$ cat src/hdl/output_layer_pkg.sv
// Signed 16 bit fixed point with 10 fraction bits, no saturation, all arithmetic wraps
package output_layer_pkg;

	// Fixed-point format
	localparam int INT_BITS  = 5;                        // Integer bits above the binary point
	localparam int FRAC_BITS = 10;                       // Bits below the binary point
	localparam int FIX_WIDTH = 1 + INT_BITS + FRAC_BITS; // Sign bit in front

	// Activation, sigmoid-prime and delta word
	typedef logic signed [FIX_WIDTH-1:0] fix_t;

	// Full product of two fix_t words before rescaling
	typedef logic signed [2*FIX_WIDTH-1:0] fix_prod_t;

	// Value 1.0, used as the numeric form of a set ideal bit
	localparam fix_t FIX_ONE = fix_t'(1 << FRAC_BITS);

	// Values of the COST_TYPE parameter
	localparam int COST_QUAD = 0; // Quadratic cost, delta = (a - y) * sp
	localparam int COST_XENT = 1; // Cross-entropy cost, delta = a - y

	// Phase controller states
	// ST_FIRST covers the first sample after reset, nothing valid to read yet
	// ST_STEADY holds for good, the idle collection always has a full sample
	typedef enum logic {
		ST_FIRST  = 1'b0,
		ST_STEADY = 1'b1
	} ctrl_state_e;

endpackage

$ cat src/hdl/ideal_output_delay.sv
// Fixed latency of CPC*(NUM_LAYERS-1) clocks, needs NUM_LAYERS of at least 2 and Z dividing P
module ideal_output_delay #(
	parameter int P          = 8, // Output neurons
	parameter int Z          = 2, // Lanes, one ideal bit each
	parameter int NUM_LAYERS = 3, // Layers the ideal bits travel past
	localparam int CHUNKS    = P / Z,
	localparam int CPC       = CHUNKS + 2,
	localparam int DEPTH     = CPC * (NUM_LAYERS - 1)
)(
	input  logic         clk,
	input  logic         rst_n_i,
	input  logic [Z-1:0] y_i,      // Ideal bits aligned with the input layer
	output logic [Z-1:0] y_late_o  // Ideal bits aligned with the output layer
);

	// One stage per clock of the earlier layers
	logic [Z-1:0] stage_q [DEPTH];

	always_ff @(posedge clk or negedge rst_n_i) begin
		if (!rst_n_i) begin
			stage_q <= '{default: '0}; // Zeros until real ideal bits arrive
		end else begin
			stage_q[0] <= y_i;
			for (int i = 1; i < DEPTH; i++) begin
				stage_q[i] <= stage_q[i-1]; // Plain shift without enable
			end
		end
	end

	// Tail of the line
	assign y_late_o = stage_q[DEPTH-1];

endmodule

$ cat src/hdl/cost_lane.sv
// Purely combinational, quadratic product truncates towards minus infinity and wraps
module cost_lane #(
	parameter int COST_TYPE = output_layer_pkg::COST_XENT // COST_XENT or COST_QUAD
)(
	input  output_layer_pkg::fix_t act_i,  // Activation of this neuron
	input  output_layer_pkg::fix_t sp_i,   // Sigmoid-prime, used by quadratic cost only
	input  logic                   y_i,    // Ideal output bit
	output output_layer_pkg::fix_t delta_o // Output-layer delta
);

	output_layer_pkg::fix_t y_fix;     // Ideal bit as 1.0 or 0.0
	output_layer_pkg::fix_t a_minus_y; // Cost term, wraps on overflow

	assign y_fix     = y_i ? output_layer_pkg::FIX_ONE : '0;
	assign a_minus_y = act_i - y_fix;

	if (COST_TYPE == output_layer_pkg::COST_QUAD) begin : g_quad
		output_layer_pkg::fix_prod_t prod;     // Full signed product
		output_layer_pkg::fix_prod_t prod_scl; // Back to FRAC_BITS fraction bits

		// Both operands signed, so they sign extend to the product width
		assign prod = a_minus_y * sp_i;

		// Arithmetic shift keeps the sign, floor rounding
		assign prod_scl = prod >>> output_layer_pkg::FRAC_BITS;

		// Low word only, upper bits dropped
		assign delta_o = output_layer_pkg::fix_t'(prod_scl);
	end else begin : g_xent
		// Sigmoid-prime cancels against the cost derivative
		assign delta_o = a_minus_y;
	end

endmodule

$ cat src/hdl/delta_phase_ctrl.sv
// cycle_index_i must count 0 to CPC-1 from the first clock after reset and wrap without gaps
module delta_phase_ctrl #(
	parameter int P       = 8, // Output neurons
	parameter int Z       = 2, // Lanes
	localparam int CHUNKS = P / Z,
	localparam int CPC    = CHUNKS + 2,
	localparam int IDX_W  = $clog2(CPC)
)(
	input  logic             clk,
	input  logic             rst_n_i,
	input  logic [IDX_W-1:0] cycle_index_i, // Phase within the sample period
	output logic             wr_en_o,       // Write the lane deltas this clock
	output logic [IDX_W-1:0] wr_addr_o,     // Chunk being written
	output logic             wr_coll_o,     // Collection being written
	output logic [IDX_W-1:0] rd_addr_o,     // Chunk being read from the other collection
	output logic             delta_valid_o  // Bank output holds a previous-sample chunk
);

	localparam logic [IDX_W-1:0] LAST_IDX  = IDX_W'(CPC - 1); // Last clock of a sample
	localparam logic [IDX_W-1:0] CHUNK_END = IDX_W'(CHUNKS);  // First index past the chunks

	output_layer_pkg::ctrl_state_e state_q;
	output_layer_pkg::ctrl_state_e state_d;

	logic wrap;     // Sample ends at this clock edge
	logic in_chunk; // Index addresses a chunk
	logic coll_q;   // Write collection pointer
	logic valid_q;  // Read phase one clock late to match the memory register

	assign wrap     = (cycle_index_i == LAST_IDX);
	assign in_chunk = (cycle_index_i < CHUNK_END);

	// Only the first sample needs special treatment
	always_comb begin
		state_d = state_q;
		case (state_q)
			output_layer_pkg::ST_FIRST: begin
				if (wrap) begin
					state_d = output_layer_pkg::ST_STEADY; // First sample fully written
				end
			end
			output_layer_pkg::ST_STEADY: state_d = output_layer_pkg::ST_STEADY;
			default: state_d = output_layer_pkg::ST_FIRST;
		endcase
	end

	always_ff @(posedge clk or negedge rst_n_i) begin
		if (!rst_n_i) begin
			state_q <= output_layer_pkg::ST_FIRST;
			coll_q  <= 1'b0;
			valid_q <= 1'b0;
		end else begin
			state_q <= state_d;
			coll_q  <= coll_q ^ wrap; // Ping-pong swap at every sample boundary
			valid_q <= (state_q == output_layer_pkg::ST_STEADY) && in_chunk;
		end
	end

	assign wr_en_o       = in_chunk;      // Lanes deliver chunk k at index k
	assign wr_addr_o     = cycle_index_i;
	assign wr_coll_o     = coll_q;
	assign rd_addr_o     = cycle_index_i; // Read runs in lockstep with the write
	assign delta_valid_o = valid_q;

	// Phase input stays inside one sample period
	a_idx_range: assert property (
		@(posedge clk) disable iff (!rst_n_i)
		int'(cycle_index_i) < CPC
	);

	// Phase counts up by one and wraps after CPC-1, starting at the first clock out of reset
	a_idx_step: assert property (
		@(posedge clk) disable iff (!rst_n_i)
		rst_n_i |=> (cycle_index_i == ($past(wrap) ? '0 : $past(cycle_index_i) + 1'b1))
	);

endmodule

$ cat src/hdl/delta_mem_bank.sv
// Two collections of Z memories CHUNKS deep where the read always targets the idle collection
module delta_mem_bank #(
	parameter int P       = 8, // Output neurons
	parameter int Z       = 2, // Lanes, one memory per lane and collection
	localparam int CHUNKS = P / Z,
	localparam int CPC    = CHUNKS + 2,
	localparam int IDX_W  = $clog2(CPC),
	localparam int ADDR_W = (CHUNKS > 1) ? $clog2(CHUNKS) : 1
)(
	input  logic                            clk,
	input  logic                            rst_n_i,
	input  logic                            wr_en_i,   // Store delta_i this clock
	input  logic [IDX_W-1:0]                wr_addr_i, // Chunk index of delta_i
	input  logic                            wr_coll_i, // Collection being filled
	input  logic [IDX_W-1:0]                rd_addr_i, // Chunk index to read
	input  output_layer_pkg::fix_t [Z-1:0]  delta_i,   // Fresh deltas from the lanes
	output output_layer_pkg::fix_t [Z-1:0]  delta_o    // Previous-sample deltas
);

	localparam logic [IDX_W-1:0] CHUNK_END = IDX_W'(CHUNKS);

	// Collection, lane, chunk
	output_layer_pkg::fix_t mem [2][Z][CHUNKS];

	logic              rd_coll; // Collection being drained
	logic              rd_hit;  // Read index addresses a chunk
	logic [ADDR_W-1:0] wr_row;
	logic [ADDR_W-1:0] rd_row;

	assign rd_coll = ~wr_coll_i;
	assign rd_hit  = (rd_addr_i < CHUNK_END);
	assign wr_row  = wr_addr_i[ADDR_W-1:0]; // Upper index bits are zero while writing
	assign rd_row  = rd_addr_i[ADDR_W-1:0];

	// All lanes write at the same address and collection
	always_ff @(posedge clk) begin
		if (wr_en_i) begin
			for (int j = 0; j < Z; j++) begin
				mem[wr_coll_i][j][wr_row] <= delta_i[j];
			end
		end
	end

	// Registered read that holds the last chunk outside the read phase
	always_ff @(posedge clk or negedge rst_n_i) begin
		if (!rst_n_i) begin
			delta_o <= '0;
		end else if (rd_hit) begin
			for (int j = 0; j < Z; j++) begin
				delta_o[j] <= mem[rd_coll][j][rd_row];
			end
		end
	end

	// All chunks of one sample land in one collection
	a_coll_hold: assert property (
		@(posedge clk) disable iff (!rst_n_i)
		(wr_en_i && $past(wr_en_i)) |-> $stable(wr_coll_i)
	);

endmodule

$ cat src/hdl/output_layer.sv
// Z must divide P, deltas of sample s come out in sample s+1, no back-pressure on any output
module output_layer #(
	parameter int P          = 8,                            // Output neurons
	parameter int Z          = 2,                            // Lanes per clock
	parameter int NUM_LAYERS = 3,                            // Layers in the network
	parameter int COST_TYPE  = output_layer_pkg::COST_XENT, // COST_XENT or COST_QUAD
	localparam int CHUNKS    = P / Z,
	localparam int CPC       = CHUNKS + 2,
	localparam int IDX_W     = $clog2(CPC)
)(
	input  logic                           clk,
	input  logic                           rst_n_i,
	input  logic [IDX_W-1:0]               cycle_index_i, // Sample phase, 0 to CPC-1
	input  output_layer_pkg::fix_t [Z-1:0] act_i,         // Chunk of activations
	input  output_layer_pkg::fix_t [Z-1:0] sp_i,          // Matching sigmoid-prime values
	input  logic [Z-1:0]                   y_i,           // Ideal bits at the input layer
	output output_layer_pkg::fix_t [Z-1:0] delta_o,       // Previous-sample deltas
	output logic                           delta_valid_o, // delta_o carries a chunk
	output logic [Z-1:0]                   yl_o           // Ideal bits at the output layer
);

	output_layer_pkg::fix_t [Z-1:0] lane_delta; // Fresh deltas, one per lane

	logic             wr_en;
	logic [IDX_W-1:0] wr_addr;
	logic             wr_coll;
	logic [IDX_W-1:0] rd_addr;

	// Ideal bits catch up with their activations
	ideal_output_delay #(
		.P          (P),
		.Z          (Z),
		.NUM_LAYERS (NUM_LAYERS)
	) u_ideal_delay (
		.clk      (clk),
		.rst_n_i  (rst_n_i),
		.y_i      (y_i),
		.y_late_o (yl_o)
	);

	// One lane per neuron of the current chunk
	for (genvar j = 0; j < Z; j++) begin : g_lane
		cost_lane #(
			.COST_TYPE (COST_TYPE)
		) u_cost_lane (
			.act_i   (act_i[j]),
			.sp_i    (sp_i[j]),
			.y_i     (yl_o[j]),
			.delta_o (lane_delta[j])
		);
	end

	// Phase decode and ping-pong pointer
	delta_phase_ctrl #(
		.P (P),
		.Z (Z)
	) u_phase_ctrl (
		.clk           (clk),
		.rst_n_i       (rst_n_i),
		.cycle_index_i (cycle_index_i),
		.wr_en_o       (wr_en),
		.wr_addr_o     (wr_addr),
		.wr_coll_o     (wr_coll),
		.rd_addr_o     (rd_addr),
		.delta_valid_o (delta_valid_o)
	);

	// Delta storage towards the earlier layer
	delta_mem_bank #(
		.P (P),
		.Z (Z)
	) u_mem_bank (
		.clk       (clk),
		.rst_n_i   (rst_n_i),
		.wr_en_i   (wr_en),
		.wr_addr_i (wr_addr),
		.wr_coll_i (wr_coll),
		.rd_addr_i (rd_addr),
		.delta_i   (lane_delta),
		.delta_o   (delta_o)
	);

endmodule

$ cat config.mk
export PLATFORM = sky130hd
export DESIGN_NAME = output_layer
export DESIGN_NICKNAME = d
export VERILOG_FILES = /design/src/hdl/output_layer_pkg.sv /design/src/hdl/ideal_output_delay.sv /design/src/hdl/cost_lane.sv /design/src/hdl/delta_phase_ctrl.sv /design/src/hdl/delta_mem_bank.sv /design/src/hdl/output_layer.sv
export SDC_FILE = /design/constraint.sdc
export NUM_CORES = 1
export LEC_CHECK = 0
export ABC_CLOCK_PERIOD_IN_PS = 4400
export BUFFER_PORTS_ARGS = -buffer_cell sky130_fd_sc_hd__buf_2
export CORE_UTILIZATION = 40
export CTS_BUF_LIST = sky130_fd_sc_hd__clkbuf_2
export DETAILED_ROUTE_END_ITERATION = 10
export PLACE_DENSITY = 0.65
export SLEW_MARGIN = 20
export SYNTH_ARGS = -nofsm -noshare
export SYNTH_HDL_FRONTEND = slang
export SYNTH_SLANG_ARGS = --single-unit
$ cat constraint.sdc
create_clock -name clk -period 4.4 [get_ports clk]
set_input_delay 0.66 -clock clk [delete_from_list [all_inputs] [get_ports clk]]
set_output_delay 0.66 -clock clk [all_outputs]
set_load 0.05 [all_outputs]
### Word-level counts from Yosys, hierarchy flattened

Memory sizes are Yosys's and may differ from the RTL's.
Cells that the tools add are included.
W data, S select, Z words.

* memory bits (writable): 256
* input bits: 71
* word-level logic and storage cells: 44
* memories: 1
* register bits: 59

* muxes and demuxes: 14
* reductions and logical operators: 2
* magnitude comparators: 3
* add/subtract/negate cells: 2
* bitwise logic cells: 4
* eq/ne operators: 1

Memories
* u_mem_bank.mem: depth 2, width 128, rd ports 1, clocked after memory_dff 0, write ports 1, line delta_mem_bank.sv:23 `output_layer_pkg::fix_t mem [2][Z][CHUNKS];`

Operators with widths (count)
* $mux W16: 5
* $bmux W16 S2: 2
* $mux W64: 1
* $demux W16 S2: 1
* $sub A16 B16 Y16: 2
* $mux W11: 2
* $eq A3 B3 Y1 const B: 1
* $ge A3 B3 Y1 const B: 1
* $lt A3 B1 Y1 const B: 1
* $lt A3 B3 Y1 const B: 1
* $not A2 Y3: 1
* $logic_and A1 B1 Y1: 2
* $mux W1: 2
* $not A1 Y1: 2
* $pmux W1 S2: 1
* $xor A1 B1 Y1: 1

### Longest topological paths before layout

* word-level depth: 6
* depth in mapped cells: 6

### Cells and area by module

Synthesis repeated with hierarchy kept, for this count alone.

* cells, all modules: 684
* area, all modules: 12164.2 sq um

By module, submodules not included
* delta_mem_bank: seq. area each 8488.1 sq um, area an instance 11000.6 sq um, times used 1, cells each 596
* ideal_output_delay: seq. area each 600.6 sq um, area an instance 615.6 sq um, times used 1, cells each 26
* cost_lane: seq. area each 0.0 sq um, area an instance 186.4 sq um, times used 2, cells each 24
* delta_phase_ctrl: seq. area each 75.1 sq um, area an instance 175.2 sq um, times used 1, cells each 14

### Least setup slack after synthesis

No wires, ideal clock.

* path type: input-to-reg
* start: in cycle_index_i[2]
* end: mem u_mem_bank.mem[0][112] in the netlist's numbering, enable pin
* arrival: 4.073 ns
* path buffers: 2
* cell stages on the path: 3
* required time: 3.899 ns
* slack: -0.175 ns
* cells stage by stage: buf_2 -> clkbuf_1 -> nor4_1

* cells in the longest elaborated chain, start to end: 3

RTL lines
* from (decl): line output_layer.sv:13 `input logic [IDX_W-1:0] cycle_index_i,`
* $lt A3 B3 Y1: line delta_phase_ctrl.sv:31 `assign in_chunk = (cycle_index_i < CHUNK_END);`
* $mux W1: line delta_mem_bank.sv:37 `if (wr_en_i) begin`
* $mux W64 (not written as such): line delta_mem_bank.sv:39 `mem[wr_coll_i][j][wr_row] <= delta_i[j];`
* to (decl): line delta_mem_bank.sv:23

Every way passes these cells.

### Final worst setup path

* start: reg u_phase_ctrl.coll_q, in the netlist u_phase_ctrl.wr_coll_o
* end: reg u_mem_bank.delta_o[6] in the netlist's numbering

* cells in the longest elaborated chain, start to end: 5

RTL lines
* from (decl): line delta_phase_ctrl.sv:27 `logic coll_q;`
* from (signal assigned): line delta_phase_ctrl.sv:54 `coll_q <= coll_q ^ wrap;`
* $not A1 Y1: line delta_mem_bank.sv:30 `assign rd_coll = ~wr_coll_i;`
* $mem_v2 Z2 W128
* $bmux W16 S2: line delta_mem_bank.sv:50 `delta_o[j] <= mem[rd_coll][j][rd_row];`
* $mux W16 (not written as such) (2 in series): line delta_mem_bank.sv:50
* to (signal, indexed assignment): line delta_mem_bank.sv:50
* to (decl): line delta_mem_bank.sv:17 `output output_layer_pkg::fix_t [Z-1:0] delta_o`

Every way passes these cells. The select of a mux whose other input is x is not followed.
A chain may end at the register's enable or synchronous reset.

==> reports/metrics.yaml <==
die:
  die_h_um: 174.5
  initial_core_util: 0.4103
  dieArea_um2: 30450
  core_area_um2: 29010
  num_rows: 62
  io_pins: 106
  die_x_um: 174.5
finish:
  nets: 874
  layout_common_cells: "edfxtp_1 (256), mux2i_1 (128), clkbuf_2 (118), buf_2 (73), o22ai_1 (64)"
  design_area_um2: 13520
  final_layout_size_suffix_gt1_frac: 0.2647
  n_fill_cell: 2588
  syn_to_final_growth_pct: 13.59
  final_common_cell: "edfxtp_1"
  utilization: 0.4660
  seq_area_um2: 9168
  layout.cells.non_filler: 1251
  multi_input_area_um2: 2511
clock_tree:
  cts_root_buffer: "clkbuf_2"
  clock-sinks: 315
  clk_pin_slew_ns: 0.10
  clk_latency_ns: 0.83
  cts_buffers: 80
  h-tree-depth: 3
  clockBufferDepth: 3
  cts_tree: "yes"
critical_path:
  cp_data_required_time_ns: 5.08
  worstPathArrival_ns: 3.27
  critical_path_class: "flop to flop"
  endpoint_kind: "flop"
  start_kind: "flop"
  critPathMaxFanout: 54
sta:
  setup_viol: 0
  fin_skew_ns: 0.05487
  worstMarginPinSlew_ns: 0.9265
  hold_viol: 0
  finalMaxSlewViolations: 0
  setup_tns_ns: 0
  min_period_ns: 2.587
  max_freq_mhz: 386.5
  rsz0062_at_grt: "no"
  timing.final.crit_share: 0.5881
  maxSlewHeadroom: 0.3823
route:
  vias: 6084
  wl_per_cell_um: 17.98
  drtPass1Iterations: 4
  drtIter0Drc: 378
  finalWirelength_mm: 22.49
  ant_nets: 0
  drcViolationCount: 0
  via_per_inst: 4.863
global_route:
  grt_pass1_vias: 6233
  grt_max_degree: 71
  grt_busiest_layer: "met2"
  grt_antenna_before_repair: 2
  grt_pass1_wl_mm: 34.31
  gr-usage-met2: 0.2633
  use_met3: 0.03937
  grt_overflow: 0
  grt_usage: 0.1505
  use_met1: 0.1753
yosys:
  synth_area_leaders: "edfxtp_1 (65%), dfrtp_1 (12%), mux2i_1 (11%)"
  synth_top_area_cell: "edfxtp_1"
  synth_cells: 661
  synthesis.area_um2: 11900
  ys_types: 22
  synth_top_area_share: 0.6459
  ys_seq_elements: 315
  synth_nets: 736
  ys_seq_area_frac: 0.7699
  synth.avg_cell_area_um2: 18.01
  ys_warn_count: 0
pwr:
  p_leak_nw: 5.107
  powerDensity_nw_per_um2: 522.6
  total_power_mw: 7.066
  ir_drop_uv: 188.9
place:
  io_buffers: 73
  dp_hpwl_mm: 12.52
  post-place-cells: 1098
  gp_congestion: 0.6923
  placed_cell_area_um2: 12700
hold_path:
  hp-class: "primary input to flop"
run_status:
  outcome: "completed"
run:
  drv_cap: 0
-- final cells by class --
class,count,share of cell area
Clock buffer,118,0.04368
Sequential cell,315,0.6780
Antenna cell,2,0.0003702
Multi-Input combinational cell,300,0.1857
Timing Repair Buffer,96,0.04035
Inverter,6,0.001666
Clock inverter,30,0.01462
Tap cell,384,0.03554
-- state kept, by name (all words and copies together) (netlist names) --
register	cells
u_phase_ctrl.state_q	1
u_mem_bank.delta_o	32
u_phase_ctrl.wr_coll_o	1
u_ideal_delay.stage_q	22
u_ideal_delay.y_late_o	2
u_mem_bank.mem	256
u_phase_ctrl.delta_valid_o	1
-- where the power goes --
part,internal (mW),total [mW],switching (mW)
clock network,0.896,2.01,1.11
logic,0.575,1.44,0.863
registers,3.47,3.62,0.151
-- critical path: stages (launching register included) --
cell and delay [ns]:
dfrtp_4 0.84, buf_4 0.83, mux2i_1 0.26, o22ai_1 0.12
o31a_1 0.32
-- cells in the mapped netlist, drive strengths merged --
cell type	n
nand2b	39
buf	33
ha	4
xor2	4
mux2i	128
nand3	1
edfxtp	256
nor4	2
nand2	5
dfrtp	59
inv	6
xnor2	6
nor3	5
o22ai	64
o31a	32
nand3b	1
or2	1
clkbuf	7
nor2	7
nor2b	1
-- cells by family after synthesis --
logic type | count (synthesis) | synth area share
fa+ha+maj | 4 | 0.004205
flops | 315 | 0.7699
xor+xnor | 10 | 0.007358
compound gates | 96 | 0.05718
buf+inv | 46 | 0.02418
simple gates | 62 | 0.02954
mux | 128 | 0.1076
-- metal layers --
metal / wire length (um) / up-vias
li1: - / 2911
met1: 9212 / 3018
met2: 11820 / 126
met3: 1104 / 29
met4: 353 / 0
met5: 0 / -
-- final timing paths --
path | start | to | slack [ns] | cells after the start
min reg2reg | u_ideal_delay.stage_q[6]$_DFF_PN0_ | u_ideal_delay.stage_q[4]$_DFF_PN0_ | 0.35 | 0
max in group asynchronous | rst_n_i | u_ideal_delay.y_late_o[0]$_DFF_PN0_ | 3.33 | 3
min in group asynchronous | rst_n_i | u_mem_bank.delta_o[26]$_DFFE_PN0N_ | 0.29 | 2
max | u_phase_ctrl.wr_coll_o$_DFF_PN0_ | u_mem_bank.delta_o[6]$_DFFE_PN0N_ | 1.81 | 4
max reg2reg | u_phase_ctrl.wr_coll_o$_DFF_PN0_ | u_mem_bank.delta_o[6]$_DFFE_PN0N_ | 1.81 | 4
min | act_i[23] | u_mem_bank.mem[0][39]$_DFFE_PP_ | 0.08 | 1
-- what timing repair did --
item	in CTS	in global routing
gates resized for setup	0	0
hold buffers	3	0
buffers inserted	0	0
hold endpoints to repair	12	0
-- through the flow --
| step | hold WS [ns] | setup WS (ns) |
|---|---|---|
| after floorplan | 0.3312 | 0.5351 |
| after global placement | 0.3322 | 1.777 |
| final | 0.08375 | 1.813 |
| after detailed placement | 0.3347 | 1.764 |
| after CTS | 0.002340 | 1.802 |
| after global routing | 0.003214 | 1.676 |
Power figures use the tool's default switching activity.
